<file path="src/verilog/zc_seq_cfg.svh">
// Configuration constants for the compressed push/pop and double move sequencer.
// Included by the package and by every RTL file that sizes ports or fields.
`ifndef ZC_SEQ_CFG_SVH
`define ZC_SEQ_CFG_SVH

//////////////////////////////
// Widths
//////////////////////////////

// Instruction word and operation counter
`define ZC_ILEN 32
`define ZC_CNT_W 4
// I-type and S-type immediate
`define ZC_IMM_W 12
// Register number field
`define ZC_REG_W 5

//////////////////////////////
// Register numbers
//////////////////////////////

`define ZC_REG_ZERO 0
`define ZC_REG_RA 1
`define ZC_REG_SP 2
`define ZC_REG_A0 10
`define ZC_REG_A1 11
// s0 and s1 sit at x8/x9, s2 and up start at x18
`define ZC_REG_S0 8
`define ZC_REG_S2 18

//////////////////////////////
// Stack constants
//////////////////////////////

`define ZC_WORD_BYTES 4
`define ZC_STACK_ALIGN 16
`define ZC_RLIST_MIN 4
`define ZC_RLIST_MAX 15
// rlist 15 saves s0..s11
`define ZC_SREG_MAX 12

`endif
</file>
<file path="src/verilog/zc_seq_pkg.sv">
// Shared types of the sequencer: operation, state and opcode enums,
// the decode and step structs, and the s-register to x-register mapping.
`default_nettype none

`include "zc_seq_cfg.svh"

package zc_seq_pkg;

  //////////////////////////////
  // Enums
  //////////////////////////////

  // Decoded sequenced instruction
  typedef enum logic [2:0] {
    INVALID,
    PUSH,
    POP,
    POPRET,
    POPRETZ,
    MVSA01,
    MVA01S
  } seq_op_e;

  // Controller states, SREG serves both push and pop loops
  typedef enum logic [2:0] {
    IDLE,
    SREG,
    RA,
    SP,
    A0,
    RET,
    DMOVE2
  } seq_state_e;

  // Base major opcodes emitted by the generator
  typedef enum logic [6:0] {
    LOAD  = 7'b0000011,
    OPIMM = 7'b0010011,
    STORE = 7'b0100011,
    JALR  = 7'b1100111
  } rv_opcode_e;

  //////////////////////////////
  // Structs
  //////////////////////////////

  // Metadata of the current compressed instruction
  typedef struct packed {
    seq_op_e               op;
    logic [3:0]            registers_saved;
    logic [`ZC_IMM_W-1:0]  total_stack_adj;
    logic [1:0]            spimm;
    logic [2:0]            move_r1;
    logic [2:0]            move_r2;
  } seq_decode_t;

  // Current controller step
  typedef struct packed {
    seq_state_e            state;
    logic [`ZC_CNT_W-1:0]  cnt;
  } seq_step_t;

  // s-register index to architectural register number
  function automatic logic [`ZC_REG_W-1:0] sreg_to_xreg(input logic [3:0] sidx);
    logic [`ZC_REG_W-1:0] xreg;
    if (sidx < 4'd2) begin
      xreg = `ZC_REG_W'(`ZC_REG_S0) + `ZC_REG_W'(sidx);
    end else begin
      xreg = `ZC_REG_W'(`ZC_REG_S2) + `ZC_REG_W'(sidx - 4'd2);
    end
    return xreg;
  endfunction

endpackage

`default_nettype wire

</file>
<file path="src/verilog/zc_sequencer.sv">
// Top level of the compressed push/pop and double move sequencer.
// Takes one compressed instruction in the low half of a word and emits its
// base instruction series, one word per accepted cycle.
`default_nettype none
`timescale 1ns/1ps

`include "zc_seq_cfg.svh"

module zc_sequencer import zc_seq_pkg::*; (
  input  logic                clk,
  input  logic                rst_n,
  // Upstream side
  input  logic [`ZC_ILEN-1:0] instr_i,
  input  logic                valid_i,
  output logic                ready_o,
  // Downstream side
  input  logic                ready_i,
  input  logic                halt_i,
  input  logic                kill_i,
  output logic [`ZC_ILEN-1:0] instr_o,
  output logic                valid_o,
  output logic                seq_first_o,
  output logic                seq_last_o
);

  seq_decode_t decode;
  seq_step_t   step;

  // Decode of the compressed word
  zc_decoder u_zc_decoder (
    .instr_i  (instr_i),
    .decode_o (decode)
  );

  // Step tracking and handshake
  zc_seq_ctrl u_zc_seq_ctrl (
    .clk         (clk),
    .rst_n       (rst_n),
    .decode_i    (decode),
    .valid_i     (valid_i),
    .ready_i     (ready_i),
    .halt_i      (halt_i),
    .kill_i      (kill_i),
    .step_o      (step),
    .valid_o     (valid_o),
    .ready_o     (ready_o),
    .seq_first_o (seq_first_o),
    .seq_last_o  (seq_last_o)
  );

  // Base instruction for the current step
  zc_instr_gen u_zc_instr_gen (
    .decode_i (decode),
    .step_i   (step),
    .instr_o  (instr_o)
  );

endmodule

`default_nettype wire

</file>
<file path="src/verilog/zc_instr_gen.sv">
// Instruction generator. Builds the 32-bit base instruction for the current
// step of a push, pop or double move from the decoded fields.
// Combinational, so the word follows the step with no added latency.
`default_nettype none
`timescale 1ns/1ps

`include "zc_seq_cfg.svh"

module zc_instr_gen import zc_seq_pkg::*; (
  input  seq_decode_t         decode_i,
  input  seq_step_t           step_i,
  output logic [`ZC_ILEN-1:0] instr_o
);

  localparam logic [`ZC_REG_W-1:0] xreg_zero = `ZC_REG_W'(`ZC_REG_ZERO);
  localparam logic [`ZC_REG_W-1:0] xreg_ra   = `ZC_REG_W'(`ZC_REG_RA);
  localparam logic [`ZC_REG_W-1:0] xreg_sp   = `ZC_REG_W'(`ZC_REG_SP);
  localparam logic [`ZC_REG_W-1:0] xreg_a0   = `ZC_REG_W'(`ZC_REG_A0);
  localparam logic [`ZC_REG_W-1:0] xreg_a1   = `ZC_REG_W'(`ZC_REG_A1);

  //////////////////////////////
  // Encoders
  //////////////////////////////

  // lw rd, imm(sp)
  function automatic logic [`ZC_ILEN-1:0] enc_load(input logic [`ZC_REG_W-1:0] rd,
                                                   input logic [`ZC_IMM_W-1:0] imm);
    return {imm, xreg_sp, 3'b010, rd, LOAD};
  endfunction

  // sw rs2, imm(sp), immediate split around the register fields
  function automatic logic [`ZC_ILEN-1:0] enc_store(input logic [`ZC_REG_W-1:0] rs2,
                                                    input logic [`ZC_IMM_W-1:0] imm);
    return {imm[11:5], rs2, xreg_sp, 3'b010, imm[4:0], STORE};
  endfunction

  // addi rd, rs1, imm
  function automatic logic [`ZC_ILEN-1:0] enc_addi(input logic [`ZC_REG_W-1:0] rd,
                                                   input logic [`ZC_REG_W-1:0] rs1,
                                                   input logic [`ZC_IMM_W-1:0] imm);
    return {imm, rs1, 3'b000, rd, OPIMM};
  endfunction

  logic                 is_push;
  logic                 is_pushpop;
  logic [`ZC_IMM_W-1:0] slot_bytes;
  logic [`ZC_IMM_W-1:0] stack_off;
  logic [3:0]           sreg_idx;
  logic [`ZC_REG_W-1:0] sreg_num;
  logic [`ZC_REG_W-1:0] mem_reg;
  logic [`ZC_REG_W-1:0] move_s1;
  logic [`ZC_REG_W-1:0] move_s2;
  logic [`ZC_ILEN-1:0]  mem_instr;
  logic                 sreg_phase;

  assign is_push    = (decode_i.op == PUSH);
  assign is_pushpop = is_push || (decode_i.op == POP) ||
                      (decode_i.op == POPRET) || (decode_i.op == POPRETZ);

  //////////////////////////////
  // Stack slot and register
  //////////////////////////////

  // Slot n sits 4(n+1) below the old sp
  assign slot_bytes = (`ZC_IMM_W'(step_i.cnt) + `ZC_IMM_W'(1)) * `ZC_IMM_W'(`ZC_WORD_BYTES);

  // Pops rewind by the full frame first
  assign stack_off = is_push ? -slot_bytes : decode_i.total_stack_adj - slot_bytes;

  // Highest s register goes first
  assign sreg_idx = decode_i.registers_saved - 4'(step_i.cnt) - 4'd1;
  assign sreg_num = sreg_to_xreg(sreg_idx);

  // IDLE emits an s register unless the list is ra only
  assign sreg_phase = (step_i.state == SREG) ||
                      (step_i.state == IDLE && decode_i.registers_saved != 4'd0);
  assign mem_reg    = sreg_phase ? sreg_num : xreg_ra;
  assign mem_instr  = is_push ? enc_store(mem_reg, stack_off) : enc_load(mem_reg, stack_off);

  assign move_s1 = sreg_to_xreg({1'b0, decode_i.move_r1});
  assign move_s2 = sreg_to_xreg({1'b0, decode_i.move_r2});

  //////////////////////////////
  // Word select
  //////////////////////////////
  always_comb begin
    // nop when nothing is sequenced
    instr_o = enc_addi(xreg_zero, xreg_zero, '0);
    case (step_i.state)
      IDLE: begin
        if (is_pushpop) begin
          instr_o = mem_instr;
        end else if (decode_i.op == MVSA01) begin
          instr_o = enc_addi(move_s1, xreg_a0, '0);
        end else if (decode_i.op == MVA01S) begin
          instr_o = enc_addi(xreg_a0, move_s1, '0);
        end
      end
      SREG, RA: begin
        instr_o = mem_instr;
      end
      SP: begin
        // Push lowers sp, pops raise it
        if (is_push) begin
          instr_o = enc_addi(xreg_sp, xreg_sp, -decode_i.total_stack_adj);
        end else begin
          instr_o = enc_addi(xreg_sp, xreg_sp, decode_i.total_stack_adj);
        end
      end
      A0: begin
        instr_o = enc_addi(xreg_a0, xreg_zero, '0);
      end
      RET: begin
        // jalr x0, 0(ra)
        instr_o = {12'h000, xreg_ra, 3'b000, xreg_zero, JALR};
      end
      DMOVE2: begin
        if (decode_i.op == MVSA01) begin
          instr_o = enc_addi(move_s2, xreg_a1, '0);
        end else begin
          instr_o = enc_addi(xreg_a1, move_s2, '0);
        end
      end
      default: begin
        instr_o = enc_addi(xreg_zero, xreg_zero, '0);
      end
    endcase
  end

endmodule

`default_nettype wire

</file>
<file path="src/verilog/zc_seq_ctrl.sv">
// Sequence controller. Holds the state and operation counter, steps on each
// accepted operation and forms the valid, ready, first and last strobes.
// Halt holds the step, kill or missing input returns it to IDLE.
`default_nettype none
`timescale 1ns/1ps

`include "zc_seq_cfg.svh"

module zc_seq_ctrl import zc_seq_pkg::*; (
  input  logic        clk,
  input  logic        rst_n,
  input  seq_decode_t decode_i,
  input  logic        valid_i,
  input  logic        ready_i,
  input  logic        halt_i,
  input  logic        kill_i,
  output seq_step_t   step_o,
  output logic        valid_o,
  output logic        ready_o,
  output logic        seq_first_o,
  output logic        seq_last_o
);

  seq_step_t  step_q;
  seq_state_e state_n;
  logic       last_fsm;
  logic       is_pushpop;
  logic       is_move;
  logic       clear_step;
  logic       accept;

  assign is_pushpop = (decode_i.op == PUSH) || (decode_i.op == POP) ||
                      (decode_i.op == POPRET) || (decode_i.op == POPRETZ);
  assign is_move    = (decode_i.op == MVSA01) || (decode_i.op == MVA01S);

  //////////////////////////////
  // Strobes
  //////////////////////////////

  // Valid for any legal sequenced instruction, blocked by halt and kill
  assign valid_o = (decode_i.op != INVALID) && valid_i && !halt_i && !kill_i;
  assign accept  = valid_o && ready_i;

  // No output while not halted, or kill, restarts the sequence
  assign clear_step = (!valid_o && !halt_i) || kill_i;

  // Upstream word is consumed with the last operation, or dropped on clear
  assign ready_o = (last_fsm && ready_i && !halt_i) || clear_step;

  assign seq_first_o = valid_o && (step_q.state == IDLE);
  assign seq_last_o  = valid_o && last_fsm;

  assign step_o = step_q;

  //////////////////////////////
  // Next state
  //////////////////////////////
  always_comb begin
    state_n  = step_q.state;
    last_fsm = 1'b0;
    case (step_q.state)
      IDLE: begin
        // First operation goes out from IDLE
        if (is_pushpop) begin
          if (decode_i.registers_saved == 4'd0) begin
            state_n = SP;
          end else if (decode_i.registers_saved == 4'd1) begin
            state_n = RA;
          end else begin
            state_n = SREG;
          end
        end else if (is_move) begin
          state_n = DMOVE2;
        end
      end
      SREG: begin
        // Loop over the remaining s registers
        if (step_q.cnt == `ZC_CNT_W'(decode_i.registers_saved - 4'd1)) begin
          state_n = RA;
        end
      end
      RA: begin
        state_n = SP;
      end
      SP: begin
        if (decode_i.op == POPRETZ) begin
          state_n = A0;
        end else if (decode_i.op == POPRET) begin
          state_n = RET;
        end else begin
          state_n  = IDLE;
          last_fsm = 1'b1;
        end
      end
      A0: begin
        state_n = RET;
      end
      RET, DMOVE2: begin
        state_n  = IDLE;
        last_fsm = 1'b1;
      end
      default: begin
        state_n = IDLE;
      end
    endcase
  end

  //////////////////////////////
  // Step register
  //////////////////////////////
  always_ff @(posedge clk or negedge rst_n) begin
    if (!rst_n) begin
      step_q.state <= IDLE;
      step_q.cnt   <= '0;
    end else if (clear_step) begin
      step_q.state <= IDLE;
      step_q.cnt   <= '0;
    end else if (accept) begin
      step_q.state <= state_n;
      // Counter wraps to 0 after the last operation
      if (last_fsm) begin
        step_q.cnt <= '0;
      end else begin
        step_q.cnt <= step_q.cnt + `ZC_CNT_W'(1);
      end
    end
  end

endmodule

`default_nettype wire

</file>
<file path="src/verilog/zc_decoder.sv">
// Decoder for the sequenced compressed instructions in the low half of a word.
// Selects the operation, register count and stack adjustment for the controller
// and the instruction generator. Purely combinational.
`default_nettype none
`timescale 1ns/1ps

`include "zc_seq_cfg.svh"

module zc_decoder import zc_seq_pkg::*; (
  input  logic [`ZC_ILEN-1:0] instr_i,
  output seq_decode_t         decode_o
);

  localparam logic [3:0] rlist_min = 4'(`ZC_RLIST_MIN);
  localparam logic [3:0] rlist_max = 4'(`ZC_RLIST_MAX);
  localparam logic [3:0] sreg_max  = 4'(`ZC_SREG_MAX);
  localparam logic [`ZC_IMM_W-1:0] align_mask = `ZC_IMM_W'(`ZC_STACK_ALIGN - 1);

  logic [15:0]          cinstr;
  logic [3:0]           rlist;
  logic [1:0]           spimm;
  logic                 rlist_ok;
  seq_op_e              op;
  logic [3:0]           registers_saved;
  logic [`ZC_IMM_W-1:0] reg_bytes;
  logic [`ZC_IMM_W-1:0] stack_base;
  logic [`ZC_IMM_W-1:0] total_stack_adj;

  // Only the low half carries the compressed instruction
  assign cinstr   = instr_i[15:0];
  assign rlist    = cinstr[7:4];
  assign spimm    = cinstr[3:2];
  assign rlist_ok = (rlist >= rlist_min);

  //////////////////////////////
  // Operation select
  //////////////////////////////
  always_comb begin
    op = INVALID;
    // Quadrant C2, funct3 101
    if (cinstr[1:0] == 2'b10 && cinstr[15:13] == 3'b101) begin
      case (cinstr[12:10])
        3'b011: begin
          // Double moves need two different s registers
          if (cinstr[9:7] != cinstr[4:2]) begin
            if (cinstr[6:5] == 2'b01) begin
              op = MVSA01;
            end else if (cinstr[6:5] == 2'b11) begin
              op = MVA01S;
            end
          end
        end
        3'b110: begin
          if (rlist_ok && cinstr[9:8] == 2'b00) begin
            op = PUSH;
          end else if (rlist_ok && cinstr[9:8] == 2'b10) begin
            op = POP;
          end
        end
        3'b111: begin
          if (rlist_ok && cinstr[9:8] == 2'b00) begin
            op = POPRETZ;
          end else if (rlist_ok && cinstr[9:8] == 2'b10) begin
            op = POPRET;
          end
        end
        default: begin
          op = INVALID;
        end
      endcase
    end
  end

  //////////////////////////////
  // Register count and stack
  //////////////////////////////

  // rlist 4 is ra only, 15 jumps to s0..s11
  always_comb begin
    if (rlist == rlist_max) begin
      registers_saved = sreg_max;
    end else if (rlist_ok) begin
      registers_saved = rlist - rlist_min;
    end else begin
      registers_saved = 4'd0;
    end
  end

  // Bytes for the s registers plus ra, rounded up to the stack alignment
  assign reg_bytes  = (`ZC_IMM_W'(registers_saved) + `ZC_IMM_W'(1)) * `ZC_IMM_W'(`ZC_WORD_BYTES);
  assign stack_base = (reg_bytes + align_mask) & ~align_mask;

  // Extra 16-byte blocks from spimm
  assign total_stack_adj = stack_base + `ZC_IMM_W'(spimm) * `ZC_IMM_W'(`ZC_STACK_ALIGN);

  always_comb begin
    decode_o.op              = op;
    decode_o.registers_saved = registers_saved;
    decode_o.total_stack_adj = total_stack_adj;
    decode_o.spimm           = spimm;
    // r1s' and r2s' of the double moves
    decode_o.move_r1         = cinstr[9:7];
    decode_o.move_r2         = cinstr[4:2];
  end

endmodule

`default_nettype wire

</file>
<file path="config.mk">
export PLATFORM = sky130hd
export DESIGN_NAME = zc_sequencer
export DESIGN_NICKNAME = d
export VERILOG_FILES = /design/src/verilog/zc_seq_pkg.sv /design/src/verilog/zc_sequencer.sv /design/src/verilog/zc_instr_gen.sv /design/src/verilog/zc_seq_ctrl.sv /design/src/verilog/zc_decoder.sv
export VERILOG_INCLUDE_DIRS = /design/src /design/src/verilog
export SDC_FILE = /design/constraint.sdc
export NUM_CORES = 1
export LEC_CHECK = 0
export ABC_AREA = 1
export BUFFER_PORTS_ARGS = -buffer_cell sky130_fd_sc_hd__clkbuf_2
export CORE_ASPECT_RATIO = 1.75
export CORE_MARGIN = 2
export CORE_UTILIZATION = 34
export DETAILED_ROUTE_END_ITERATION = 10
export GPL_ROUTABILITY_DRIVEN = 0
export GPL_TIMING_DRIVEN = 0
export MAX_ROUTING_LAYER = met4
export PLACE_DENSITY = 0.58
export SYNTH_ARGS = -nofsm -noshare
export SYNTH_HDL_FRONTEND = slang
export SYNTH_SLANG_ARGS = --single-unit
</file>
<file path="constraint.sdc">
create_clock -name clk -period 6.8 [get_ports clk]
set_clock_uncertainty 0.1 [all_clocks]
set_input_delay 1.02 -clock clk [delete_from_list [all_inputs] [get_ports clk]]
set_output_delay 1.02 -clock clk [all_outputs]
set_load 0.1 [all_outputs]
</file>
==> results of run 1 <==
-- final timing paths --
path,endpoint,slack [ns],startpoint
worst min-delay path,u_zc_seq_ctrl.step_o[4],0.49,u_zc_seq_ctrl.step_o[4]
worst min register to register,u_zc_seq_ctrl.step_o[4],0.49,u_zc_seq_ctrl.step_o[4]
worst max-delay path,instr_o[30],1.15,instr_i[4]
max in group asynchronous,u_zc_seq_ctrl.step_o[5],5.92,rst_n
min in group asynchronous,u_zc_seq_ctrl.step_o[4],0.52,rst_n
worst max register to register,u_zc_seq_ctrl.step_o[4],4.76,u_zc_seq_ctrl.step_o[6]
-- layer usage --
layer / wire [µm] / track usage / vias to the layer above
li1: - / - / 1461
met1: 2860 / 0.220 / 1311
met2: 4300 / 0.380 / 83
met3: 292 / 0.00860 / 23
met4: 301 / 0.0858 / 0
met5: 0 / - / -
-- worst register-to-register path, cell delays in order (launching register included) --
cell and delay, ns:
dfrtp_1 0.35, clkbuf_1 0.21, nor2_1 0.64, inv_1 0.24
nor2_1 0.18, nor2_1 0.07, nand3_1 0.09, nand2_1 0.05
nand2_1 0.06
-- per-stage QoR --
step | cells | total power [µW] | instance area, µm² | util
finish | 572 | 283 | 2960 | 0.412
global route | 572 | 304 | 2960 | 0.412
CTS | 572 | 284 | 2960 | 0.412
detailed placement | 568 | 183 | 2880 | 0.401
global placement | 568 | 181 | 2880 | 0.401
floorplan | 431 | 150 | 2520 | -
-- cells in the final DEF, fill, tap and decap left out, types with 6 or more instances in the layout --
cell type  count
nand2_4        7
xnor2_1        7
dfrtp_1        7
o21ai_1        7
ha_1          22
nand2_1      107
clkbuf_2      51
a21oi_1       13
nand2_2        8
nand3_2        6
inv_1         70
buf_4          7
xor2_1         7
nor2_1        41
nand3_1       45
o21ai_0       19
-- cell families (layout without fill, tap and decap cells) --
group | count (synthesis) | after routing | synth area share
fa+ha+maj | 24 | 24 | 0.126
buf+inv | 90 | 145 | 0.156
flops | 7 | 7 | 0.0698
compound gates | 55 | 55 | 0.139
simple gates | 236 | 236 | 0.458
other cells | 2 | 5 | 0.00299
xor+xnor | 14 | 14 | 0.0489
-- report_power, final --
group	switching, µW	internal (µW)
registers	0.00255	41.9
logic	92.0	48.8
clock network	21.9	78.0
total	114	169
-- layout make-up --
cell class,count,area (µm²)
plain buffers,12,88.8
clock buffers,4,78.8
fillers,810,4220
inverters,78,302
multi-input cells,334,1950
flip-flops and latches,7,175
well taps,86,108
repair buffers,51,255
==> summary by stage, run 1 <==
Status
The run finished with clean final reports.

Clocking
The clock-pin slew on the worst setup and hold paths is 0.04 ns. The deepest clock path buffer count is 2. The clock latency at the later pin of the worst-skew pair is 0.23 ns. In this run the number of H-tree levels came out at 1.

The number of hold buffers added after CTS was 0. The post-CTS setup-driven buffer insertion count is 0. TritonCTS built the clock tree. The count of instances resized after the clock tree is built is 0. In this run the clock root is driven by a clkbuf_16.

TritonCTS created 3 clock buffers. Clock tree synthesis found a total of 7 sinks.

Worst setup path
The kind of capture point of the worst setup path is an output pin. For this design, the slowest cell found on the critical path is fa_1. Among cell families on the critical path, the largest total delay comes from adder cells. For the worst setup path, the data required time is 5.68 ns. The type of the setup path with the least slack is in -> out. The largest fanout of any net on the critical path is 5. STA classifies the critical path startpoint as an input port. The data arrival time of the critical path is 4.53 ns. For the worst flop-to-flop path, the logic depth is 8. By instance count, the cell type seen most on the critical path is inv_1.

The critical path crosses 18 cells after its start point. Traced cell by cell, the critical path runs through clkbuf_2 > nand2_1 > inv_1 > o21ai_1 > inv_1 > ha_1 > inv_1 > fa_1 > inv_1 > ha_1 > nand3_1 > nand3_1 > a21oi_1 > inv_1 > o21ai_1 > nand2_1 > o21ai_1 > clkbuf_2. The worst stage delay on the critical path is 0.57 ns. The number of buffers and inverters on the critical path is 7.

Finish
0 antenna diodes ended up in the layout. For this run, the post-layout net count is 549. The register with the most flip-flops in the layout has 7 of them. The layout overhead on the synthesized area is 18.1%. The share of cells above drive strength 1 is 0.233.

STA
The worst slew margin relative to its limit is 0.502. Static timing analysis puts the maximum clock frequency at 0.177 GHz. The least setup slack across all paths after layout is 1.15 ns.

The accumulated negative setup slack is 0 ns. The count of pins over their slew limit was 0. The post-layout minimum cycle time is 5.65 ns. Setup violations remaining at the end of the flow were counted as 0.

Setup repair after global routing left no endpoint under its margin. Dividing the final minimum period by the clock period gives 0.831. The worst hold slack is 0.493 ns. The actual transition at the worst max-transition pin is 0.745 ns. The final count of hold timing violations is 0.

Logic synthesis
The fraction of the yosys area taken by sequential cells is 0.0698. In the post-synthesis netlist, the biggest area contributors are nand2_1, ha_1, inv_1. Counting flops with a built-in enable in the synthesized netlist gives 0.

Of the post-synthesis cell area, the dominant cell type holds 0.160. The number of synthesized register bits is 7. The largest area contributor in the netlist is nand2_1. Summing every instance area after synthesis gives 2510 µm². The number of standard cells after synthesis is 428.

Averaged over all synthesized cells, the footprint is 5.86 µm². The total number of yosys warnings is 0. Among all cell types in the netlist, the one instantiated most often is nand2_1. The number of library cell types mapped by synthesis is 44.

By count the netlist is led by nand2_1, inv_1, nand3_1. The async set-reset flop share out of synthesis is 1.00. The most used flip-flop cell after synthesis is dfrtp_1.

Die
For this design the top-level I/O count stands at 74. The vertical extent of the die is 118 µm. The row count is 41. The width of the die is 68.9 µm. The area of the die is 8110 µm². The initial utilization of the core area, before any placement, comes to 0.349. The placeable core area is 7180 µm².

Drt
After detailed routing, the number of remaining DRC violations is 0. The total wire length after detailed routing is 7760 µm. The ratio of routed vias to standard cells is 5.03.

The first TritonRoute pass finished after 6 iterations. For this block, the initial DRC count from the detailed router was 83. The routed wire length per instance is 13.6 µm. The via count of the routed design is 2878.

In this run the remaining antenna-violating nets after routing total 0.

Placement
Buffers placed on the I/O ports in this run total 51. The post-detailed-placement half-perimeter wirelength is 6660 µm. The worst slack at placement is 1.12 ns.

Global routing
The largest net degree at the start of global routing is 11. The total global routing track utilization is 0.208. The number of global-route vias before repair is 2776. The initial antenna violation count came to 0. The total overflow reported by the global router is 0. The first global-routing pass estimated 12800 µm of wire.

Flow run
The number of violations of the max-capacitance limit is 0.

Pwr
Across the VDD grid, the largest voltage drop is 0.0000563 V. The leakage power of the design is 0.00175 µW. Dividing total power by cell area gives a power density of 95.4 nW/µm².

Hold path
The worst hold path was traced through 2 stages. The tightest min-delay check is of the reg -> reg type.
(Power assumes the default switching activity.)
==> inputs of run 2 (changes only) <==
Clock period 6.8 ns to 5.2 ns, I/O delays scaled along.
==> summary by stage, run 2 (synthesis results as in run 1) <==
Status
Status: finished, final reports clean (unchanged).

Worst setup path
The worst stage delay on the critical path is 0.58 ns (was 0.57 ns). The kind of capture point of the worst setup path is an output pin (unchanged). Sequence of cells on the critical path: clkbuf_2 > nand2_1 > inv_1 > o21ai_2 > inv_1 > ha_1 > inv_1 > fa_1 > inv_1 > ha_1 > nand3_1 > nand3_1 > a21oi_1 > inv_1 > o21ai_1 > nand2_1 > o21ai_2 > clkbuf_4 (was clkbuf_2 > nand2_1 > inv_1 > o21ai_1 > inv_1 > ha_1 > inv_1 > fa_1 > inv_1 > ha_1 > nand3_1 > nand3_1 > a21oi_1 > inv_1 > o21ai_1 > nand2_1 > o21ai_1 > clkbuf_2).

The worst reg-to-reg path cell count is 8 (unchanged). The data arrival time of the critical path is 4.02 ns (was 4.53 ns). The startpoint kind of the worst setup timing path is an input port (unchanged). The largest fanout of any net on the critical path is 5 (unchanged). The cell class contributing the biggest share of worst-path delay is adder cells (unchanged). The type of the setup path with the least slack is in -> out (unchanged).

The number of buffer and inverter instances along the worst setup path is 7 (unchanged). The reg-to-reg critical path startpoint is u_zc_seq_ctrl.step_o[6] (unchanged). The critical path required time was 4.32 ns (was 5.68 ns). The dominant cell type by count on the critical path is inv_1 (unchanged). The reg2reg setup slack came to 3.05 ns (was 4.76 ns). The cell with the largest stage delay on the worst path is fa_1 (unchanged). The worst flop-to-flop path endpoint is u_zc_seq_ctrl.step_o[4] (unchanged).

STA
The worst hold slack was 0.277 ns (was 0.493 ns). The least setup slack across all paths after layout is 0.300 ns (was 1.15 ns). The final count of hold timing violations is 0 (unchanged). Setup repair after global routing missed its margin: no (unchanged).

The actual transition at the worst max-transition pin is 0.848 ns (was 0.745 ns). In the finished design, the share of the clock period the worst path needs comes to 0.942. The final setup violation count came to 0 (unchanged).

For this run, the top clock speed supported by timing is 0.204 GHz. The worst slew margin relative to its limit is 0.432 (was 0.502). The count of pins over their slew limit is 0 (unchanged). The post-layout minimum cycle time is 4.90 ns.

Clocking
The clock tree from TritonCTS is done (unchanged). The cell chosen for the clock root is clkbuf_16 (unchanged). The maximum level of the CTS H-tree is 1 (unchanged).

The post-CTS setup-driven buffer insertion count is 0 (unchanged). The clock-pin slew on the worst setup and hold paths came to 0.04 ns (about the same). The clock latency at the later pin of the worst-skew pair is 0.23 ns (about the same). The count of instances resized after the clock tree is built is 1 (was 0). The deepest clock path buffer count was 2 (unchanged). The number of buffers inserted during clock tree synthesis is 3 (unchanged). The TritonCTS sink count is 7 (unchanged). The cts-stage hold buffer count is 0 (unchanged).

Die
The row count is 41 (unchanged). The placeable core area is 7180 µm² (unchanged). The width of the die is 68.9 µm (unchanged). The vertical extent of the die is 118 µm (unchanged). The initial core utilization came to 0.349 (unchanged). The area of the die is 8110 µm² (unchanged). The count of pins on the block boundary is 74 (unchanged).

Global routing
The total overflow reported by the global router came to 0 (unchanged). The first-pass GRT wire length is 12600 µm (was 12800 µm). The number of global-route vias before repair is 2787 (was 2776). The total global routing track utilization was 0.206 (was 0.208). The largest net degree at the start of global routing was 11 (unchanged).

The initial antenna violation count is 0 (unchanged).

Finish
The fill cell instance count of the final layout is 821 (was 810). The area taken by flip-flops and latches is 175 µm² (unchanged). The number of standard cells in the final layout excluding fillers is 572 (unchanged). The area of the multi-input gates came to 1970 µm² (was 1950 µm²). The net count of the finished layout is 549 (unchanged). The number of antenna cells inserted came to 0 (unchanged).

The cell area after layout is 2980 µm² (was 2960 µm²). The layout overhead on the synthesized area came to 18.7% (was 18.1%). The flip-flop count of the largest register, all copies and words added came to 7 (unchanged). The most frequent standard cell in the layout excluding fill and tap cells is nand2_1 (unchanged). Commonest cells after routing, fill and taps aside: nand2_1, inv_1, clkbuf_2, nand3_1, nor2_1 (unchanged).

The share of cells above drive strength 1 is 0.239 (was 0.233).

Drt
The routed wire length per instance was 13.3 µm (was 13.6 µm). The total wire length after detailed routing is 7610 µm (was 7760 µm). The via count of the routed design is 2811 (was 2878).

The detailed-route DRC error count came to 0 (unchanged). The iteration-0 DRC count of the detailed router is 102 (was 83). The number of iterations in the first detailed-routing pass is 4 (was 6). The number of routed nets with antenna violations is 0 (unchanged). The ratio of routed vias to standard cells is 4.91 (was 5.03).

Placement
The post-detailed-placement half-perimeter wirelength is 6650 µm (was 6660 µm). The number of placed instances with taps included is 568 (unchanged). The worst slack at placement was -0.0111 ns (was 1.12 ns). The total cell area at the placement stage is 2890 µm² (was 2880 µm²). The port buffer count is 51 (unchanged).

Pwr
The net switching share of the total power came to 0.405 (was 0.403). The internal cell power is 221 µW (was 169 µW). The switching power total is 150 µW (was 114 µW). The relative contribution of the clock network to total power is 0.358 (was 0.353). The maximum ir drop on the vdd rail was 0.0000703 V (was 0.0000563 V). The power density normalized to cell area is 125 nW/µm² (was 95.4 nW/µm²).

The sequential power share is 0.147 (was 0.148). The part of the total power dissipated in combinational logic was 0.494 (was 0.498). The leakage power of the design is 0.00175 µW (about the same).

Flow run
The number of violations of the max-capacitance limit is 0 (unchanged).

Hold path
The class of the most critical hold timing path is in -> async (was reg -> reg).
[run 2: final cells by class]
| class | count | area share |
|---|---|---|
| Multi-Input combinational cell | 334 | 0.660 |
| Inverter | 78 | 0.101 |
| Timing Repair Buffer | 51 | 0.0874 |
| Sequential cell | 7 | 0.0588 |
| Tap cell | 86 | 0.0361 |
| Buffer | 12 | 0.0298 |
| Clock buffer | 4 | 0.0265 |
[run 2: through the flow]
step | total power [µW] | utilization | TNS (ns)
after floorplan | 197 | - | -0.0838
after global placement | 237 | 0.402 | 0
after detailed placement | 240 | 0.402 | -0.0111
after CTS | 374 | 0.414 | 0
after global routing | 400 | 0.415 | 0
final | 372 | 0.415 | 0
[run 2: how the worst max path moves through the flow]
stage / to / startpoint / slack, ns / cells past startpoint
6_report: instr_o[30] / instr_i[4] / 0.30 / 18
5_1_grt: instr_o[30] / instr_i[4] / 0.06 / 18
4_1_cts: instr_o[28] / instr_i[4] / 0.04 / 18
3_5_place_dp: instr_o[30] / instr_i[4] / -0.01 / 18
3_3_place_gp: instr_o[30] / instr_i[4] / 0.07 / 18
2_1_floorplan: instr_o[29] / instr_i[4] / -0.08 / 15
[run 2: power by group through the flow]
| stage | Combinational (µW) | Sequential [µW] | Clock [µW] |
|---|---|---|---|
| 3_3_place_gp | 181 | 55.5 | 0 |
| 3_5_place_dp | 185 | 55.5 | 0 |
| 4_1_cts | 185 | 54.8 | 134 |
| 5_1_grt | 206 | 54.7 | 140 |
| 6_report | 184 | 54.8 | 133 |
| 2_1_floorplan | 141 | 55.5 | 0 |
[run 2: worst register-to-register path, delay by kind of cell (launching register included)]
| family | cells | cell delay [ns] |
|---|---|---|
| AND/OR/NAND/NOR | 6 | 1.17 |
| buffers and inverters | 2 | 0.48 |
| flip-flops | 1 | 0.35 |
[run 2: metal layers]
metal	track usage	routed length (µm)
met1	0.203	2810
met4	0.0760	241
met3	0.0115	192
met5	-	0
met2	0.395	4370
